`config.mk`:
```
export PLATFORM = sky130hd
export DESIGN_NAME = stream_out
export DESIGN_NICKNAME = d
export VERILOG_FILES = /design/src/design/video_pkg.sv /design/src/design/scale_1d.sv /design/src/design/stream_out.sv
export VERILOG_INCLUDE_DIRS = /design/src /design/src/design
export SDC_FILE = /design/constraint.sdc
export NUM_CORES = 1
export LEC_CHECK = 0
export BUFFER_PORTS_ARGS = -buffer_cell sky130_fd_sc_hd__buf_4
export CAP_MARGIN = 25
export CELL_PAD_IN_SITES_DETAIL_PLACEMENT = 1
export CELL_PAD_IN_SITES_GLOBAL_PLACEMENT = 2
export CORE_MARGIN = 2
export CORE_UTILIZATION = 35
export DETAILED_ROUTE_END_ITERATION = 6
export PLACE_DENSITY = 0.95
export SYNTH_ARGS = -nofsm -noshare
export SYNTH_HDL_FRONTEND = slang
export SYNTH_SLANG_ARGS = --single-unit
```
`constraint.sdc`:
```
create_clock -name clk -period 14 [get_ports clk]
set_input_delay 1.4 -clock clk [delete_from_list [all_inputs] [get_ports clk]]
set_output_delay 1.4 -clock clk [all_outputs]
set_load 0.02 [all_outputs]
```
`src/design/mm2s_settings.svh`:
```
`ifndef MM2S_SETTINGS_SVH
`define MM2S_SETTINGS_SVH

`define MM2S_PIX_W 8
`define MM2S_DATA_W 32
`define MM2S_ADDR_W 32

`define MM2S_WBITS 12
`define MM2S_HBITS 12

`define MM2S_BURST_LEN 16
// line stride in memory is 2**MM2S_STRIDE_BITS bytes
`define MM2S_STRIDE_BITS 10
`define MM2S_WORD_PIX 4

// word address of a line bank, MM2S_WBITS less log2(MM2S_WORD_PIX)
`define MM2S_WADDR_W 10
// pixel offset inside one 64-byte burst
`define MM2S_OFF_W 6

`endif

```
`src/design/video_pkg.sv`:
```
`include "mm2s_settings.svh"

package video_pkg;

	typedef logic [`MM2S_HBITS-1:0] row_t;
	typedef logic [`MM2S_WBITS-1:0] col_t;

	typedef struct packed {
		logic [`MM2S_ADDR_W-1:0] frame_addr;
		col_t win_left;
		col_t win_width;
		row_t win_top;
		row_t win_height;
		col_t dst_width;
		row_t dst_height;
	} frame_cfg_t;

	// one source line, fetched from a burst-aligned address
	typedef struct packed {
		logic [`MM2S_ADDR_W-1:0] line_addr;
		logic [`MM2S_WBITS-1:0] words;
		logic [`MM2S_OFF_W-1:0] offset;
	} line_job_t;

	typedef struct packed {
		logic [`MM2S_PIX_W-1:0] data;
		logic user;
		logic last;
	} pix_beat_t;

endpackage

```
`src/design/scale_1d.sv`:
```
`timescale 1ns/100ps

module scale_1d #(
	parameter type idx_t = logic [7:0]
) (
	input  logic clk,
	input  logic resetn,
	input  logic start,
	input  idx_t src_len,
	input  idx_t dst_len,
	output logic out_valid,
	input  logic out_ready,
	output idx_t out_idx,
	output logic out_last
);
	localparam int W = $bits(idx_t);
	localparam int CW = $clog2(W + 1);

	typedef enum logic [1:0] {S_IDLE, S_DIV, S_RUN} state_t;

	state_t st;
	logic [CW-1:0] div_cnt;
	logic [W-1:0] dst_q;
	// holds the dividend first, the quotient once the divide is done
	logic [W-1:0] quo;
	logic [W-1:0] rem;
	logic [W:0] shifted;
	logic [W-1:0] idx_q;
	logic [W-1:0] cnt;
	logic [W-1:0] acc_rem;
	logic [W:0] rem_sum;
	logic carry;
	logic step;

	assign shifted = {rem, quo[W-1]};
	assign rem_sum = {1'b0, acc_rem} + {1'b0, rem};
	assign carry = (rem_sum >= {1'b0, dst_q});
	assign step = out_valid && out_ready;

	assign out_valid = (st == S_RUN);
	assign out_idx = idx_t'(idx_q);
	assign out_last = (cnt == dst_q - 1'b1);

	always_ff @(posedge clk) begin
		if (!resetn) begin
			st <= S_IDLE;
			div_cnt <= '0;
		end else if (start) begin
			st <= S_DIV;
			div_cnt <= '0;
		end else if (st == S_DIV) begin
			div_cnt <= div_cnt + 1'b1;
			if (div_cnt == CW'(W - 1))
				st <= S_RUN;
		end else if (step && out_last) begin
			st <= S_IDLE;
		end
	end

	always_ff @(posedge clk) begin
		if (start) begin
			dst_q <= dst_len;
			quo <= src_len;
			rem <= '0;
			idx_q <= '0;
			cnt <= '0;
			acc_rem <= '0;
		end else if (st == S_DIV) begin
			// restoring divide, one quotient bit per cycle
			if (shifted >= {1'b0, dst_q}) begin
				rem <= W'(shifted - {1'b0, dst_q});
				quo <= {quo[W-2:0], 1'b1};
			end else begin
				rem <= shifted[W-1:0];
				quo <= {quo[W-2:0], 1'b0};
			end
		end else if (step) begin
			// index j is j*q plus the carries out of the remainder sum
			idx_q <= idx_q + quo + W'(carry);
			acc_rem <= carry ? W'(rem_sum - {1'b0, dst_q}) : rem_sum[W-1:0];
			cnt <= cnt + 1'b1;
		end
	end

endmodule

```
`src/design/stream_out.sv`:
```
`timescale 1ns/100ps
`include "mm2s_settings.svh"

module stream_out (
	input  logic clk,
	input  logic resetn,
	input  logic fsync,
	input  video_pkg::frame_cfg_t cfg,
	input  logic line_ready,
	input  logic [`MM2S_OFF_W-1:0] line_offset,
	output logic rd_en,
	output logic [`MM2S_WBITS-1:0] rd_addr,
	input  logic [`MM2S_PIX_W-1:0] rd_data0,
	input  logic [`MM2S_PIX_W-1:0] rd_data1,
	output logic line_consumed,
	output logic m_axis_valid,
	input  logic m_axis_ready,
	output video_pkg::pix_beat_t m_axis
);
	logic col_valid;
	logic col_last;
	video_pkg::col_t col_idx;
	logic rd_bank;
	logic user_q;
	logic last_q;
	logic accept;

	scale_1d #(
		.idx_t(video_pkg::col_t)
	) u_col_scale (
		.clk(clk),
		.resetn(resetn),
		.start(line_ready),
		.src_len(cfg.win_width),
		.dst_len(cfg.dst_width),
		.out_valid(col_valid),
		.out_ready(rd_en),
		.out_idx(col_idx),
		.out_last(col_last)
	);

	// the bank read register doubles as the stream data register
	assign rd_en = col_valid && (!m_axis_valid || m_axis_ready);
	assign rd_addr = col_idx + line_offset;
	assign accept = m_axis_valid && m_axis_ready;
	assign m_axis = '{data: rd_bank ? rd_data1 : rd_data0, user: user_q, last: last_q};

	always_ff @(posedge clk) begin
		if (!resetn) begin
			m_axis_valid <= 1'b0;
			user_q <= 1'b0;
			last_q <= 1'b0;
			rd_bank <= 1'b1;
			line_consumed <= 1'b0;
		end else begin
			line_consumed <= accept && last_q;
			if (rd_en)
				m_axis_valid <= 1'b1;
			else if (m_axis_ready)
				m_axis_valid <= 1'b0;
			if (rd_en)
				last_q <= col_last;
			if (fsync)
				user_q <= 1'b1;
			else if (accept)
				user_q <= 1'b0;
			// first line of a frame lands in bank 0
			if (fsync)
				rd_bank <= 1'b1;
			else if (line_ready)
				rd_bank <= ~rd_bank;
		end
	end

endmodule

```
==> results of run 1 <==
## cell type report
class / count / area [um^2] / share of cell area
multi-input cells: 562 / 4063 / 0.5577
clock inverters: 7 / 58.81 / 0.008073
repair buffers: 81 / 608.1 / 0.08348
flip-flops and latches: 83 / 1902 / 0.2611
inverters: 39 / 146.4 / 0.02010
well taps: 225 / 281.5 / 0.03865
clock buffers: 9 / 225.2 / 0.03092
## sequential cells by signal (all words and copies together), names as in the netlist, 2 cells and up
register,cells
u_col_scale.st,2
u_col_scale.acc_rem,12
u_col_scale.dst_q,12
u_col_scale.cnt,12
u_col_scale.out_idx,12
u_col_scale.quo,12
u_col_scale.div_cnt,4
u_col_scale.rem,12
## cell families after synthesis
family	count (synthesis)	synth area share
flip-flops	83	0.3040
buffers and inverters	69	0.04660
AND/OR/NAND/NOR	222	0.1816
multiplexers	29	0.05020
adder cells (fa/ha/maj)	61	0.1292
AO/OA/AOI/OAI	187	0.2002
XOR/XNOR	63	0.08820
## tightest hold or removal path: cells and delay by family (launching register included)
| family | cells | cell delay [ns] |
|---|---|---|
| flip-flops | 1 | 0.32 |
| AND/OR/NAND/NOR | 2 | 0.10 |
## report_power, final
group          leakage (nW)  internal [W]  switching (W)  total, W
sequential            0.717      0.000259      0.0000141  0.000274
combinational          2.29     0.0000760      0.0000959  0.000172
clock                 0.139      0.000123       0.000112  0.000235
## per-stage QoR
stage / setup WS [ns] / cells / util
after detailed placement: 8.311 / 989 / 0.4029
after global placement: 8.365 / 989 / 0.4029
final: 8.088 / 1006 / 0.4197
after floorplan: 9.108 / 714 / -
after global routing: 7.846 / 1006 / 0.4197
after CTS: 8.191 / 1005 / 0.4193
## layer usage
| metal | global-route usage | share of wire | vias to the layer above |
|---|---|---|---|
| li1 | - | - | 2742 |
| met1 | 0.2436 | 0.45 | 2750 |
| met2 | 0.3413 | 0.49 | 85 |
| met3 | 0.02134 | 0.027 | 32 |
| met4 | 0.08277 | 0.030 | 0 |
| met5 | 0 | 0 | - |
## worst min-delay path by stage
| stage | from | end | slack (ns) | cells past startpoint |
|---|---|---|---|---|
| after floorplan | last_q | line_consumed | 0.42 | 2 |
| after global placement | last_q | line_consumed | 0.45 | 2 |
| after detailed placement | last_q | line_consumed | 0.46 | 2 |
| after CTS | last_q | line_consumed | 0.47 | 2 |
| after global routing | last_q | line_consumed | 0.48 | 2 |
| final | last_q | line_consumed | 0.46 | 2 |
## cell usage in the layout, fill, tap and decap left out, types with 29 or more instances in the layout
cell type	count
sky130_fd_sc_hd__a21oi_1	48
sky130_fd_sc_hd__ha_1	55
sky130_fd_sc_hd__xnor2_1	40
sky130_fd_sc_hd__inv_1	39
sky130_fd_sc_hd__nor2_1	52
sky130_fd_sc_hd__dfxtp_1	59
sky130_fd_sc_hd__nand3_1	29
sky130_fd_sc_hd__o21ai_0	42
sky130_fd_sc_hd__buf_4	81
sky130_fd_sc_hd__nand2_1	40
==> implementation parameters, run 1 <==
Parameter                              Value

Outcome
  Result of the run ... finished clean

Place
  Final weighted congestion of routability-driven global placement ... 0.8736
  Number of I/O port buffers ... 75
  Sum of net half-perimeters after detailed placement ... 13650 um
  Total cell area at the placement stage ... 6993 um^2

Worst setup path
  CP Cell Sequence ... ha_1 -> inv_1 -> fa_1 -> nor2b_1 -> o31a_1 -> o22a_1 -> or4_1 -> nand4_1 -> ha_1 -> nand4_1 -> o31ai_1 -> o221a_1 -> a311oi_2 -> buf_4 -> fa_1 -> fa_1 -> nor2b_1 -> o21a_1 -> o21ai_0 -> a21oi_1 -> a21oi_1 -> or4_1 -> o211ai_1
  Beginning of the critical path ... u_col_scale.rem[0]
  WP depth ... 23
  CP Data Required Time ... 14.28 ns
  RR Endpoint ... u_col_scale.out_idx[8]
  Largest delay share family, worst path ... adder cells
  Data arrival time of the critical path ... 6.19 ns
  Slack of the worst reg-to-reg path ... 8.09 ns
  Crit start category ... flop
  CP max stage delay ... 0.46 ns
  Worst setup EP type ... flop
  Critical setup path kind ... flop to flop
  Worst-path cell with the longest stage delay ... sky130_fd_sc_hd__dfxtp_1
  Beginning of the worst register-to-register path ... u_col_scale.rem[0]
  Number of buffer and inverter stages on the critical path ... 2
  Top fanout value on the critical path ... 20
  Cell repeated most along the worst path ... sky130_fd_sc_hd__fa_1
  Reg2reg path depth ... 23
  Worst setup path endpoint ... u_col_scale.out_idx[8]

Layout
  Area growth from synthesis to layout ... 16.44%
  ANT cells ... 0
  Design area ... 7284 um^2
  Share of layout cells above drive strength 1 ... 0.1588
  Net count reported at finish ... 968
  Number of fillers in the final layout ... 2059

Logic synthesis
  Count of cell types in the netlist ... 69
  Area of the mapped netlist ... 6256 um^2
  Async SR Flop Fraction ... 0
  Total nets after synthesis ... 906
  Cell types occupying the most area after synthesis ... sky130_fd_sc_hd__dfxtp_1 19%, sky130_fd_sc_hd__edfxtp_1 12%, sky130_fd_sc_hd__ha_1 11%
  Cell taking the most area after synthesis ... sky130_fd_sc_hd__dfxtp_1
  Yosys top cell area share ... 0.1888
  Synth Area per Inst ... 8.762 um^2
  Most used standard cells in the synthesized netlist ... 59 x sky130_fd_sc_hd__dfxtp_1, 55 x sky130_fd_sc_hd__ha_1, 52 x sky130_fd_sc_hd__nor2_1, 48 x sky130_fd_sc_hd__a21oi_1, 42 x sky130_fd_sc_hd__o21ai_0
  Library cell with the highest instance count after synthesis ... sky130_fd_sc_hd__dfxtp_1
  Top_reg_cell synth ... sky130_fd_sc_hd__dfxtp_1
  Number of synthesized flops with an enable pin ... 24
  Portion of the post-synthesis area used by sequential elements ... 0.3040
  Number of instances in the synthesized netlist ... 714
  Flip-flop and latch count after synthesis ... 83
  Yosys warnings ... 0

Route
  First DRT Iteration DRCs ... 222
  Remaining antenna violation count ... 0
  Detailed-route vias per instance ... 5.576
  Number of iterations in the first detailed-routing pass ... 4
  Detailed Route WL ... 18100 um
  DR DRC count ... 0
  Routed len/inst ... 17.99 um
  Vias post-DR ... 5609

Hold path
  Min-delay worst type ... flop to flop

Timing
  Sum of negative setup slack ... 0 ns
  Max Freq ... 169.1 MHz
  Hold violation count in the final report ... 0
  RSZ-0062 raised after global routing ... no
  Transition time of the tightest slew-check pin ... 0.9806 ns
  Final Max Tran Viols ... 0
  Max_slew headroom ... 0.3456
  Final period demand of the worst path ... 5.912 ns
  Setup skew after layout ... 0.009218 ns
  Count of final setup violators ... 0
  Final worst-path cycle share ... 0.4223
  Final-layout worst hold slack ... 0.4596 ns

Die
  Die extent in x ... 137.7 um
  Starting density of the core ... 0.3604
  Vertical extent of the die ... 137.7 um
  Die area ... 18960 um^2
  I/O pin total ... 156
  Area of the core ... 17360 um^2
  Row count ... 48

Power
  Max rail drop VDD ... 0.00006225 V
  Total power ... 0.0006809 W
  Static leakage ... 3.148 nW
  Power density of the placed cells ... 93.47 nW/um^2

GRT
  Vias in the first global route ... 5601
  Antenna violations before repair ... 0
  Largest net degree at the start of global routing ... 64
  Overall overflow remaining after global route ... 0
  First-pass GRT wire length ... 28890 um
  Overall track demand over capacity in global routing ... 0.1953

Clocking
  Hold_buf cts ... 0
  Clock tree from TritonCTS ... built
  Post-CTS clock slew at the launch and capture registers of the worst setup and hold paths ... 0.07 ns
  Number of buffers created by CTS ... 9
  H-tree depth reported by CTS ... 3
  Root buffer cell ... sky130_fd_sc_hd__clkbuf_16
  Maximum root-to-sink buffer count ... 2
  Buffer count from post-CTS setup fixing ... 0
  Post-cts gate resize count ... 0
  Number of clock sinks ... 83
  Worst skew pair latency ... 0.36 ns

Job
  Max Cap Violations ... 0
(Power assumes the default switching activity.)
==> run 2, diff against run 1 <==
- ABC_AREA: default -> 1
- CORE_UTILIZATION: 35 -> 27
- PLACE_DENSITY: 0.95 -> 0.9
- clock period: 14 -> 5.15 ns (I/O delays scaled with it)
==> run 2 against run 1 <==
Net effect: first-iteration DRC count fell by 11%; critical path type unchanged; critical path depth rose by 4; hold slack got worse by 0.12 ns; core utilization fell by 9.9 points; via count rose by 7.9%; sequential share of layout area fell by 0.77 points; critical endpoint unchanged; largest power group unchanged.
==> implementation parameters, run 2 <==
Parameter                              Value

Timing
  RSZ-0062 raised after global routing ... no (unchanged)
  Final period demand of the worst path ... 4.750 ns (was 5.912 ns)
  Setup skew after layout ... 0.01012 ns (was 0.009218 ns)
  Max Freq ... 210.5 MHz (was 169.1 MHz)
  Final Max Tran Viols ... 0 (unchanged)
  Transition time of the tightest slew-check pin ... 0.9453 ns (was 0.9806 ns)
  Hold violation count in the final report ... 0 (unchanged)
  Final worst-path cycle share ... 0.9223 (was 0.4223)
  Max_slew headroom ... 0.3675 (was 0.3456)
  Count of final setup violators ... 0 (unchanged)
  Sum of negative setup slack ... 0 ns (unchanged)

Die
  Die extent in x ... 158.0 um (was 137.7 um)
  I/O pin total ... 156 (unchanged)
  Die area ... 24960 um^2 (was 18960 um^2)
  Row count ... 56 (was 48)
  Starting density of the core ... 0.2736 (was 0.3604)
  Vertical extent of the die ... 158.0 um (was 137.7 um)
  Area of the core ... 23400 um^2 (was 17360 um^2)

Logic synthesis
  Count of cell types in the netlist ... 41 (was 69)
  Portion of the post-synthesis area used by sequential elements ... 0.2970 (was 0.3040)
  Yosys top cell area share ... 0.1845 (was 0.1888)
  Area of the mapped netlist ... 6402 um^2 (was 6256 um^2)
  Total nets after synthesis ... 1109 (was 906)
  Top_reg_cell synth ... sky130_fd_sc_hd__dfxtp_1 (unchanged)
  Number of synthesized flops with an enable pin ... 24 (unchanged)
  Cell types occupying the most area after synthesis ... sky130_fd_sc_hd__dfxtp_1 18%, sky130_fd_sc_hd__nand2_1 15%, sky130_fd_sc_hd__edfxtp_1 11% (was sky130_fd_sc_hd__dfxtp_1 19%, sky130_fd_sc_hd__edfxtp_1 12%, sky130_fd_sc_hd__ha_1 11%)
  Number of instances in the synthesized netlist ... 917 (was 714)
  Yosys warnings ... 0 (unchanged)
  Library cell with the highest instance count after synthesis ... sky130_fd_sc_hd__nand2_1 (was sky130_fd_sc_hd__dfxtp_1)
  Flip-flop and latch count after synthesis ... 83 (unchanged)
  Synth Area per Inst ... 6.982 um^2 (was 8.762 um^2)
  Cell taking the most area after synthesis ... sky130_fd_sc_hd__dfxtp_1 (unchanged)
  Most used standard cells in the synthesized netlist ... 259 x sky130_fd_sc_hd__nand2_1, 126 x sky130_fd_sc_hd__inv_1, 72 x sky130_fd_sc_hd__nand3_1, 68 x sky130_fd_sc_hd__a21oi_1, 64 x sky130_fd_sc_hd__nor2_1 (was 59 x sky130_fd_sc_hd__dfxtp_1, 55 x sky130_fd_sc_hd__ha_1, 52 x sky130_fd_sc_hd__nor2_1, 48 x sky130_fd_sc_hd__a21oi_1, 42 x sky130_fd_sc_hd__o21ai_0)
  Async SR Flop Fraction ... 0 (unchanged)

GRT
  Overall track demand over capacity in global routing ... 0.1490 (was 0.1953)
  Global routing met2 resource utilization ... 0.2545 (was 0.3413)
  Largest net degree at the start of global routing ... 57 (was 64)
  Overall overflow remaining after global route ... 0 (unchanged)
  Global-route met3 utilization ... 0.02820 (was 0.02134)
  Met1 track demand over resource ... 0.1942 (was 0.2436)
  Antenna violations before repair ... 0 (unchanged)
  First-pass GRT wire length ... 29630 um (was 28890 um)
  Vias in the first global route ... 6163 (was 5601)
  Busiest layer in global routing ... met2 (unchanged)

Layout
  Utilization after layout ... 0.3210 (was 0.4197)
  Most common library cell in the layout ignoring fill and taps ... sky130_fd_sc_hd__nand2_1 (was sky130_fd_sc_hd__buf_4)
  Area growth from synthesis to layout ... 17.33% (was 16.44%)
  Highest-count cells in the layout ignoring fill and taps ... 259 x sky130_fd_sc_hd__nand2_1, 126 x sky130_fd_sc_hd__inv_1, 81 x sky130_fd_sc_hd__buf_4 (was 81 x sky130_fd_sc_hd__buf_4, 59 x sky130_fd_sc_hd__dfxtp_1, 55 x sky130_fd_sc_hd__ha_1)
  Share of layout cells above drive strength 1 ... 0.1110 (was 0.1588)
  ANT cells ... 0 (unchanged)
  Final instance count without filler cells ... 1310 (was 1006)
  Net count reported at finish ... 1178 (was 968)

Power
  Power density of the placed cells ... 211.5 nW/um^2 (was 93.47 nW/um^2)
  Part of the total power dissipated in the clock network ... 0.387 (was 0.346)
  Max rail drop VDD ... 0.0001154 V (was 0.00006225 V)
  Sequential Power Share ... 0.451 (was 0.402)
  Cell-internal power ... 0.001124 W (was 0.0004590 W)
  Static leakage ... 3.714 nW (was 3.148 nW)
  Switching share of power ... 0.2923 (was 0.3259)
  Net switching power figure ... 0.0004644 W (was 0.0002219 W)
  Proportion of power drawn by combinational gates ... 0.161 (was 0.253)

Route
  Detailed-route vias per instance ... 4.618 (was 5.576)
  First DRT Iteration DRCs ... 197 (was 222)
  DR DRC count ... 0 (unchanged)
  Detailed Route WL ... 18270 um (was 18100 um)
  Remaining antenna violation count ... 0 (unchanged)
  Vias post-DR ... 6050 (was 5609)
  Routed len/inst ... 13.95 um (was 17.99 um)
  Number of iterations in the first detailed-routing pass ... 4 (unchanged)

Clocking
  Maximum root-to-sink buffer count ... 2 (unchanged)
  Post-CTS clock slew at the launch and capture registers of the worst setup and hold paths ... 0.07 ns (about the same)
  Clock tree from TritonCTS ... built (unchanged)
  H-tree depth reported by CTS ... 3 (unchanged)
  Root buffer cell ... sky130_fd_sc_hd__clkbuf_16 (unchanged)
  Number of clock sinks ... 83 (unchanged)
  Worst skew pair latency ... 0.35 ns (was 0.36 ns)
  Number of buffers created by CTS ... 9 (unchanged)

Hold path
  Min-delay worst type ... input port to flop (was flop to flop)

Worst setup path
  CP Data Required Time ... 5.39 ns (was 14.28 ns)
  Worst setup EP type ... flop (unchanged)
  Critical setup path kind ... flop to flop (unchanged)
  Top fanout value on the critical path ... 4 (was 20)
  Crit start category ... flop (unchanged)
  Data arrival time of the critical path ... 4.99 ns (was 6.19 ns)

Outcome
  Result of the run ... finished clean (unchanged)

Job
  Max Cap Violations ... 0 (unchanged)

Place
  Final weighted congestion of routability-driven global placement ... 0.8173 (was 0.8736)
  Number of I/O port buffers ... 75 (unchanged)
  # placed instances ... 1294 (was 989)
  Sum of net half-perimeters after detailed placement ... 14470 um (was 13650 um)
## run 2: final cells by class
type / instances / area [um^2]
Sequential cell: 83 / 1903
Fill cell: 3010 / 15890
Tap cell: 319 / 399.1
Clock inverter: 6 / 41.29
Timing Repair Buffer: 81 / 608.1
Inverter: 127 / 476.7
Multi-Input combinational cell: 684 / 3855
Clock buffer: 10 / 229.0
## run 2: per-layer routing
metal	share of wire	vias up	wire length (um)
met5	0	-	0
met2	0.47	88	8652
met4	0.010	0	182
met3	0.030	16	547
met1	0.49	2823	8892
li1	-	3123	-
## run 2: what timing repair did
item,CTS,global route
hold endpoints to repair,0,0
hold buffers,0,0
setup buffers,0,0
setup endpoints to repair,0,5
gates resized for setup,0,3
## run 2: worst paths after layout
path                 startpoint                     end  slack (ns)  cells after the start
max          u_col_scale.rem[0]  u_col_scale.out_idx[8]        0.40                     27
min                     cfg[16]    u_col_scale.dst_q[4]        0.33                      1
max reg2reg  u_col_scale.rem[0]  u_col_scale.out_idx[8]        0.40                     27
min reg2reg              last_q           line_consumed        0.47                      2
## run 2: cell families after synthesis
group	share of synthesized area
compound gates	0.1298
xor+xnor	0.06703
fa+ha+maj	0.1262
buf+inv	0.1024
flops	0.2970
simple gates	0.2775
## run 2: power groups by stage
stage	combinational, W	sequential (W)	clock (W)
detailed placement	0.000257	0.000732	0
global placement	0.000252	0.000731	0
global route	0.000291	0.000720	0.000664
CTS	0.000259	0.000717	0.000639
floorplan	0.000167	0.000721	0
finish	0.000256	0.000717	0.000615
## run 2: worst max-delay path, stage by stage (launching register included)
cell,delay (ns)
sky130_fd_sc_hd__dfxtp_2,0.38
sky130_fd_sc_hd__ha_1,0.18
sky130_fd_sc_hd__inv_1,0.05
sky130_fd_sc_hd__fa_1,0.41
sky130_fd_sc_hd__o21ai_2,0.24
sky130_fd_sc_hd__nand3_2,0.08
sky130_fd_sc_hd__nand2_1,0.14
sky130_fd_sc_hd__xor2_2,0.18
sky130_fd_sc_hd__inv_1,0.06
sky130_fd_sc_hd__ha_1,0.34
sky130_fd_sc_hd__nand2_1,0.09
sky130_fd_sc_hd__nor2_1,0.19
sky130_fd_sc_hd__nand4_1,0.14
sky130_fd_sc_hd__o21ai_0,0.18
sky130_fd_sc_hd__inv_1,0.06
sky130_fd_sc_hd__nand2_1,0.08
sky130_fd_sc_hd__nand2_2,0.08
sky130_fd_sc_hd__nand2_2,0.12
sky130_fd_sc_hd__inv_1,0.07
sky130_fd_sc_hd__fa_1,0.44
sky130_fd_sc_hd__fa_2,0.42
sky130_fd_sc_hd__inv_1,0.09
sky130_fd_sc_hd__a21oi_1,0.09
sky130_fd_sc_hd__nor2_1,0.14
sky130_fd_sc_hd__nor2_1,0.07
sky130_fd_sc_hd__xnor2_1,0.12
sky130_fd_sc_hd__o21ai_0,0.15
sky130_fd_sc_hd__inv_1,0.05
## run 2: metrics by stage
stage | setup WS (ns) | hold slack [ns] | power (W) | cell area (um^2)
global placement | 0.3144 | 0.4479 | 0.0009824 | 7231
floorplan | 0.8566 | 0.4231 | 0.0008885 | 6402
CTS | 0.2130 | 0.3200 | 0.001615 | 7501
finish | 0.4003 | 0.3348 | 0.001589 | 7512
global route | 0.01752 | 0.3182 | 0.001674 | 7512
detailed placement | 0.2385 | 0.4577 | 0.0009891 | 7231
==> run 3, diff against run 2 <==
- BUFFER_PORTS_ARGS: -buffer_cell sky130_fd_sc_hd__buf_4 -> -buffer_cell sky130_fd_sc_hd__buf_2
- CORE_ASPECT_RATIO: default -> 1.5
==> run 3 against run 2 <==
Net effect: critical path depth did not move; critical path type unchanged; setup slack got worse by 0.017 ns; hold slack improved by 0.0059 ns; wire length rose by 3.1%; cell area fell by 1.6%; combinational power fell by 6%; fmax fell by 0.35%; first-iteration DRC count fell by 3.0%; largest cell class unchanged; clock skew fell by 0.0023 ns; sequential share of layout area rose by 0.40 points; highest routed layer unchanged.
==> implementation parameters, run 3 (synthesized netlist as in run 2, its figures left out) <==
Parameter                              Value

Outcome
  Result of the run ... finished clean (unchanged)

Worst setup path
  CP max stage delay ... 0.46 ns (was 0.44 ns)
  Worst-path cell with the longest stage delay ... sky130_fd_sc_hd__fa_1 (unchanged)
  Worst setup EP type ... flop (unchanged)
  Top fanout value on the critical path ... 4 (unchanged)
  CP Data Required Time ... 5.39 ns (about the same)
  Largest delay share family, worst path ... adder cells (unchanged)
  Cell repeated most along the worst path ... sky130_fd_sc_hd__inv_1 (unchanged)
  Critical setup path kind ... flop to flop (unchanged)
  Data arrival time of the critical path ... 5.01 ns (was 4.99 ns)
  Number of buffer and inverter stages on the critical path ... 6 (unchanged)
  Crit start category ... flop (unchanged)
  Slack of the worst reg-to-reg path ... 0.38 ns (was 0.40 ns)

Layout
  Net count reported at finish ... 1184 (was 1178)
  Final instance count without filler cells ... 1316 (was 1310)
  Area growth from synthesis to layout ... 15.44% (was 17.33%)
  Total area of sequential cells ... 1902 um^2 (was 1903 um^2)
  Utilization after layout ... 0.3147 (was 0.3210)
  Area occupied by multi-input gates ... 3851 um^2 (was 3855 um^2)
  Share of layout cells above drive strength 1 ... 0.1153 (was 0.1110)
  Highest-count cells in the layout ignoring fill and taps ... 259 x sky130_fd_sc_hd__nand2_1, 126 x sky130_fd_sc_hd__inv_1, 75 x sky130_fd_sc_hd__buf_2 (was 259 x sky130_fd_sc_hd__nand2_1, 126 x sky130_fd_sc_hd__inv_1, 81 x sky130_fd_sc_hd__buf_4)
  Number of fillers in the final layout ... 3009 (was 3010)
  ANT cells ... 0 (unchanged)
  Most common library cell in the layout ignoring fill and taps ... sky130_fd_sc_hd__nand2_1 (unchanged)

Route
  Remaining antenna violation count ... 0 (unchanged)
  First DRT Iteration DRCs ... 191 (was 197)
  DR DRC count ... 0 (unchanged)
  Detailed-route vias per instance ... 4.656 (was 4.618)
  Number of iterations in the first detailed-routing pass ... 4 (unchanged)
  Routed len/inst ... 14.32 um (was 13.95 um)
  Detailed Route WL ... 18840 um (was 18270 um)
  Vias post-DR ... 6127 (was 6050)

Timing
  Setup skew after layout ... 0.007849 ns (was 0.01012 ns)
  Count of final setup violators ... 0 (unchanged)
  Final worst-path cycle share ... 0.9255 (was 0.9223)
  Sum of negative setup slack ... 0 ns (unchanged)
  Transition time of the tightest slew-check pin ... 0.8786 ns (was 0.9453 ns)
  Final period demand of the worst path ... 4.766 ns (was 4.750 ns)
  Max Freq ... 209.8 MHz (was 210.5 MHz)
  Hold violation count in the final report ... 0 (unchanged)
  Final Max Tran Viols ... 0 (unchanged)
  RSZ-0062 raised after global routing ... no (unchanged)
  Max_slew headroom ... 0.4126 (was 0.3675)

Job
  Max Cap Violations ... 0 (unchanged)

Clocking
  Root buffer cell ... sky130_fd_sc_hd__clkbuf_16 (unchanged)
  Worst skew pair latency ... 0.35 ns (about the same)
  Number of clock sinks ... 83 (unchanged)
  Number of buffers created by CTS ... 9 (unchanged)
  Hold_buf cts ... 0 (unchanged)
  Maximum root-to-sink buffer count ... 2 (unchanged)
  Post-CTS clock slew at the launch and capture registers of the worst setup and hold paths ... 0.06 ns (was 0.07 ns)
  Clock tree from TritonCTS ... built (unchanged)
  H-tree depth reported by CTS ... 3 (unchanged)

Place
  Sum of net half-perimeters after detailed placement ... 15140 um (was 14470 um)
  Number of I/O port buffers ... 75 (unchanged)
  # placed instances ... 1299 (was 1294)
  Final weighted congestion of routability-driven global placement ... 0.8330 (was 0.8173)

Die
  Die area ... 24990 um^2 (was 24960 um^2)
  Row count ... 69 (was 56)
  Vertical extent of the die ... 192.6 um (was 158.0 um)
  Starting density of the core ... 0.2726 (was 0.2736)
  Die extent in x ... 129.7 um (was 158.0 um)
  Area of the core ... 23480 um^2 (was 23400 um^2)
  I/O pin total ... 156 (unchanged)

Power
  Max rail drop VDD ... 0.0001217 V (was 0.0001154 V)
  Power density of the placed cells ... 219.6 nW/um^2 (was 211.5 nW/um^2)
  Static leakage ... 3.700 nW (was 3.714 nW)

Hold path
  Min-delay worst type ... input port to flop (unchanged)

GRT
  Largest net degree at the start of global routing ... 31 (was 57)
  Overall overflow remaining after global route ... 0 (unchanged)
  Overall track demand over capacity in global routing ... 0.1546 (was 0.1490)
  Antenna violations before repair ... 0 (unchanged)
  Vias in the first global route ... 6404 (was 6163)
  First-pass GRT wire length ... 30620 um (was 29630 um)
## run 3: worst paths after layout
kind	start	endpoint	depth (start not counted)
hold reg to reg	u_col_scale.acc_rem[6]	u_col_scale.acc_rem[6]	2
setup / recovery	u_col_scale.rem[0]	u_col_scale.out_idx[8]	27
hold / removal	cfg[21]	u_col_scale.dst_q[9]	1
setup reg to reg	u_col_scale.rem[0]	u_col_scale.out_idx[8]	27
## run 3: worst reg2reg max path: cells and delay by family (launching register included)
family	cells	cell delay (ns)
XOR/XNOR	2	0.31
AO/OA/AOI/OAI	4	0.68
adder cells (fa/ha/maj)	5	1.87
buffers and inverters	6	0.44
AND/OR/NAND/NOR	10	0.98
flip-flops	1	0.38
## run 3: area by class of cell
type | instances | area share
clock buffers | 11 | 0.03149
clock inverters | 5 | 0.008634
inverters | 127 | 0.06450
multi-input cells | 684 | 0.5211
flip-flops and latches | 83 | 0.2573
well taps | 319 | 0.05400
repair buffers | 87 | 0.06298
## run 3: power by group
part	leakage, nW	internal (W)	switching [W]
combinational	2.84	0.0000865	0.000154
clock	0.140	0.000379	0.000288
sequential	0.717	0.000696	0.0000199
## run 3: routing by layer
metal | global-route usage | part of all wire
met4 | 0.06369 | 0.030
met5 | 0 | 0
met3 | 0.01054 | 0.014
met1 | 0.1663 | 0.40
met2 | 0.3047 | 0.55
## run 3: stage by stage
stage | setup WS, ns | power, W | hold WS, ns | instance area [um^2]
4_1_cts | 0.3229 | 0.001644 | 0.3288 | 7377
5_1_grt | 0.006173 | 0.001707 | 0.3274 | 7391
6_report | 0.3837 | 0.001623 | 0.3406 | 7391
3_3_place_gp | 0.4085 | 0.0009667 | 0.4428 | 7081
2_1_floorplan | 0.8566 | 0.0008885 | 0.4231 | 6402
3_5_place_dp | 0.3520 | 0.0009729 | 0.4630 | 7081
## run 3: repair_timing
| item | CTS | global route |
|---|---|---|
| endpoints found under the setup margin | 0 | 4 |
| buffers inserted | 0 | 0 |
| gates resized for setup | 0 | 2 |
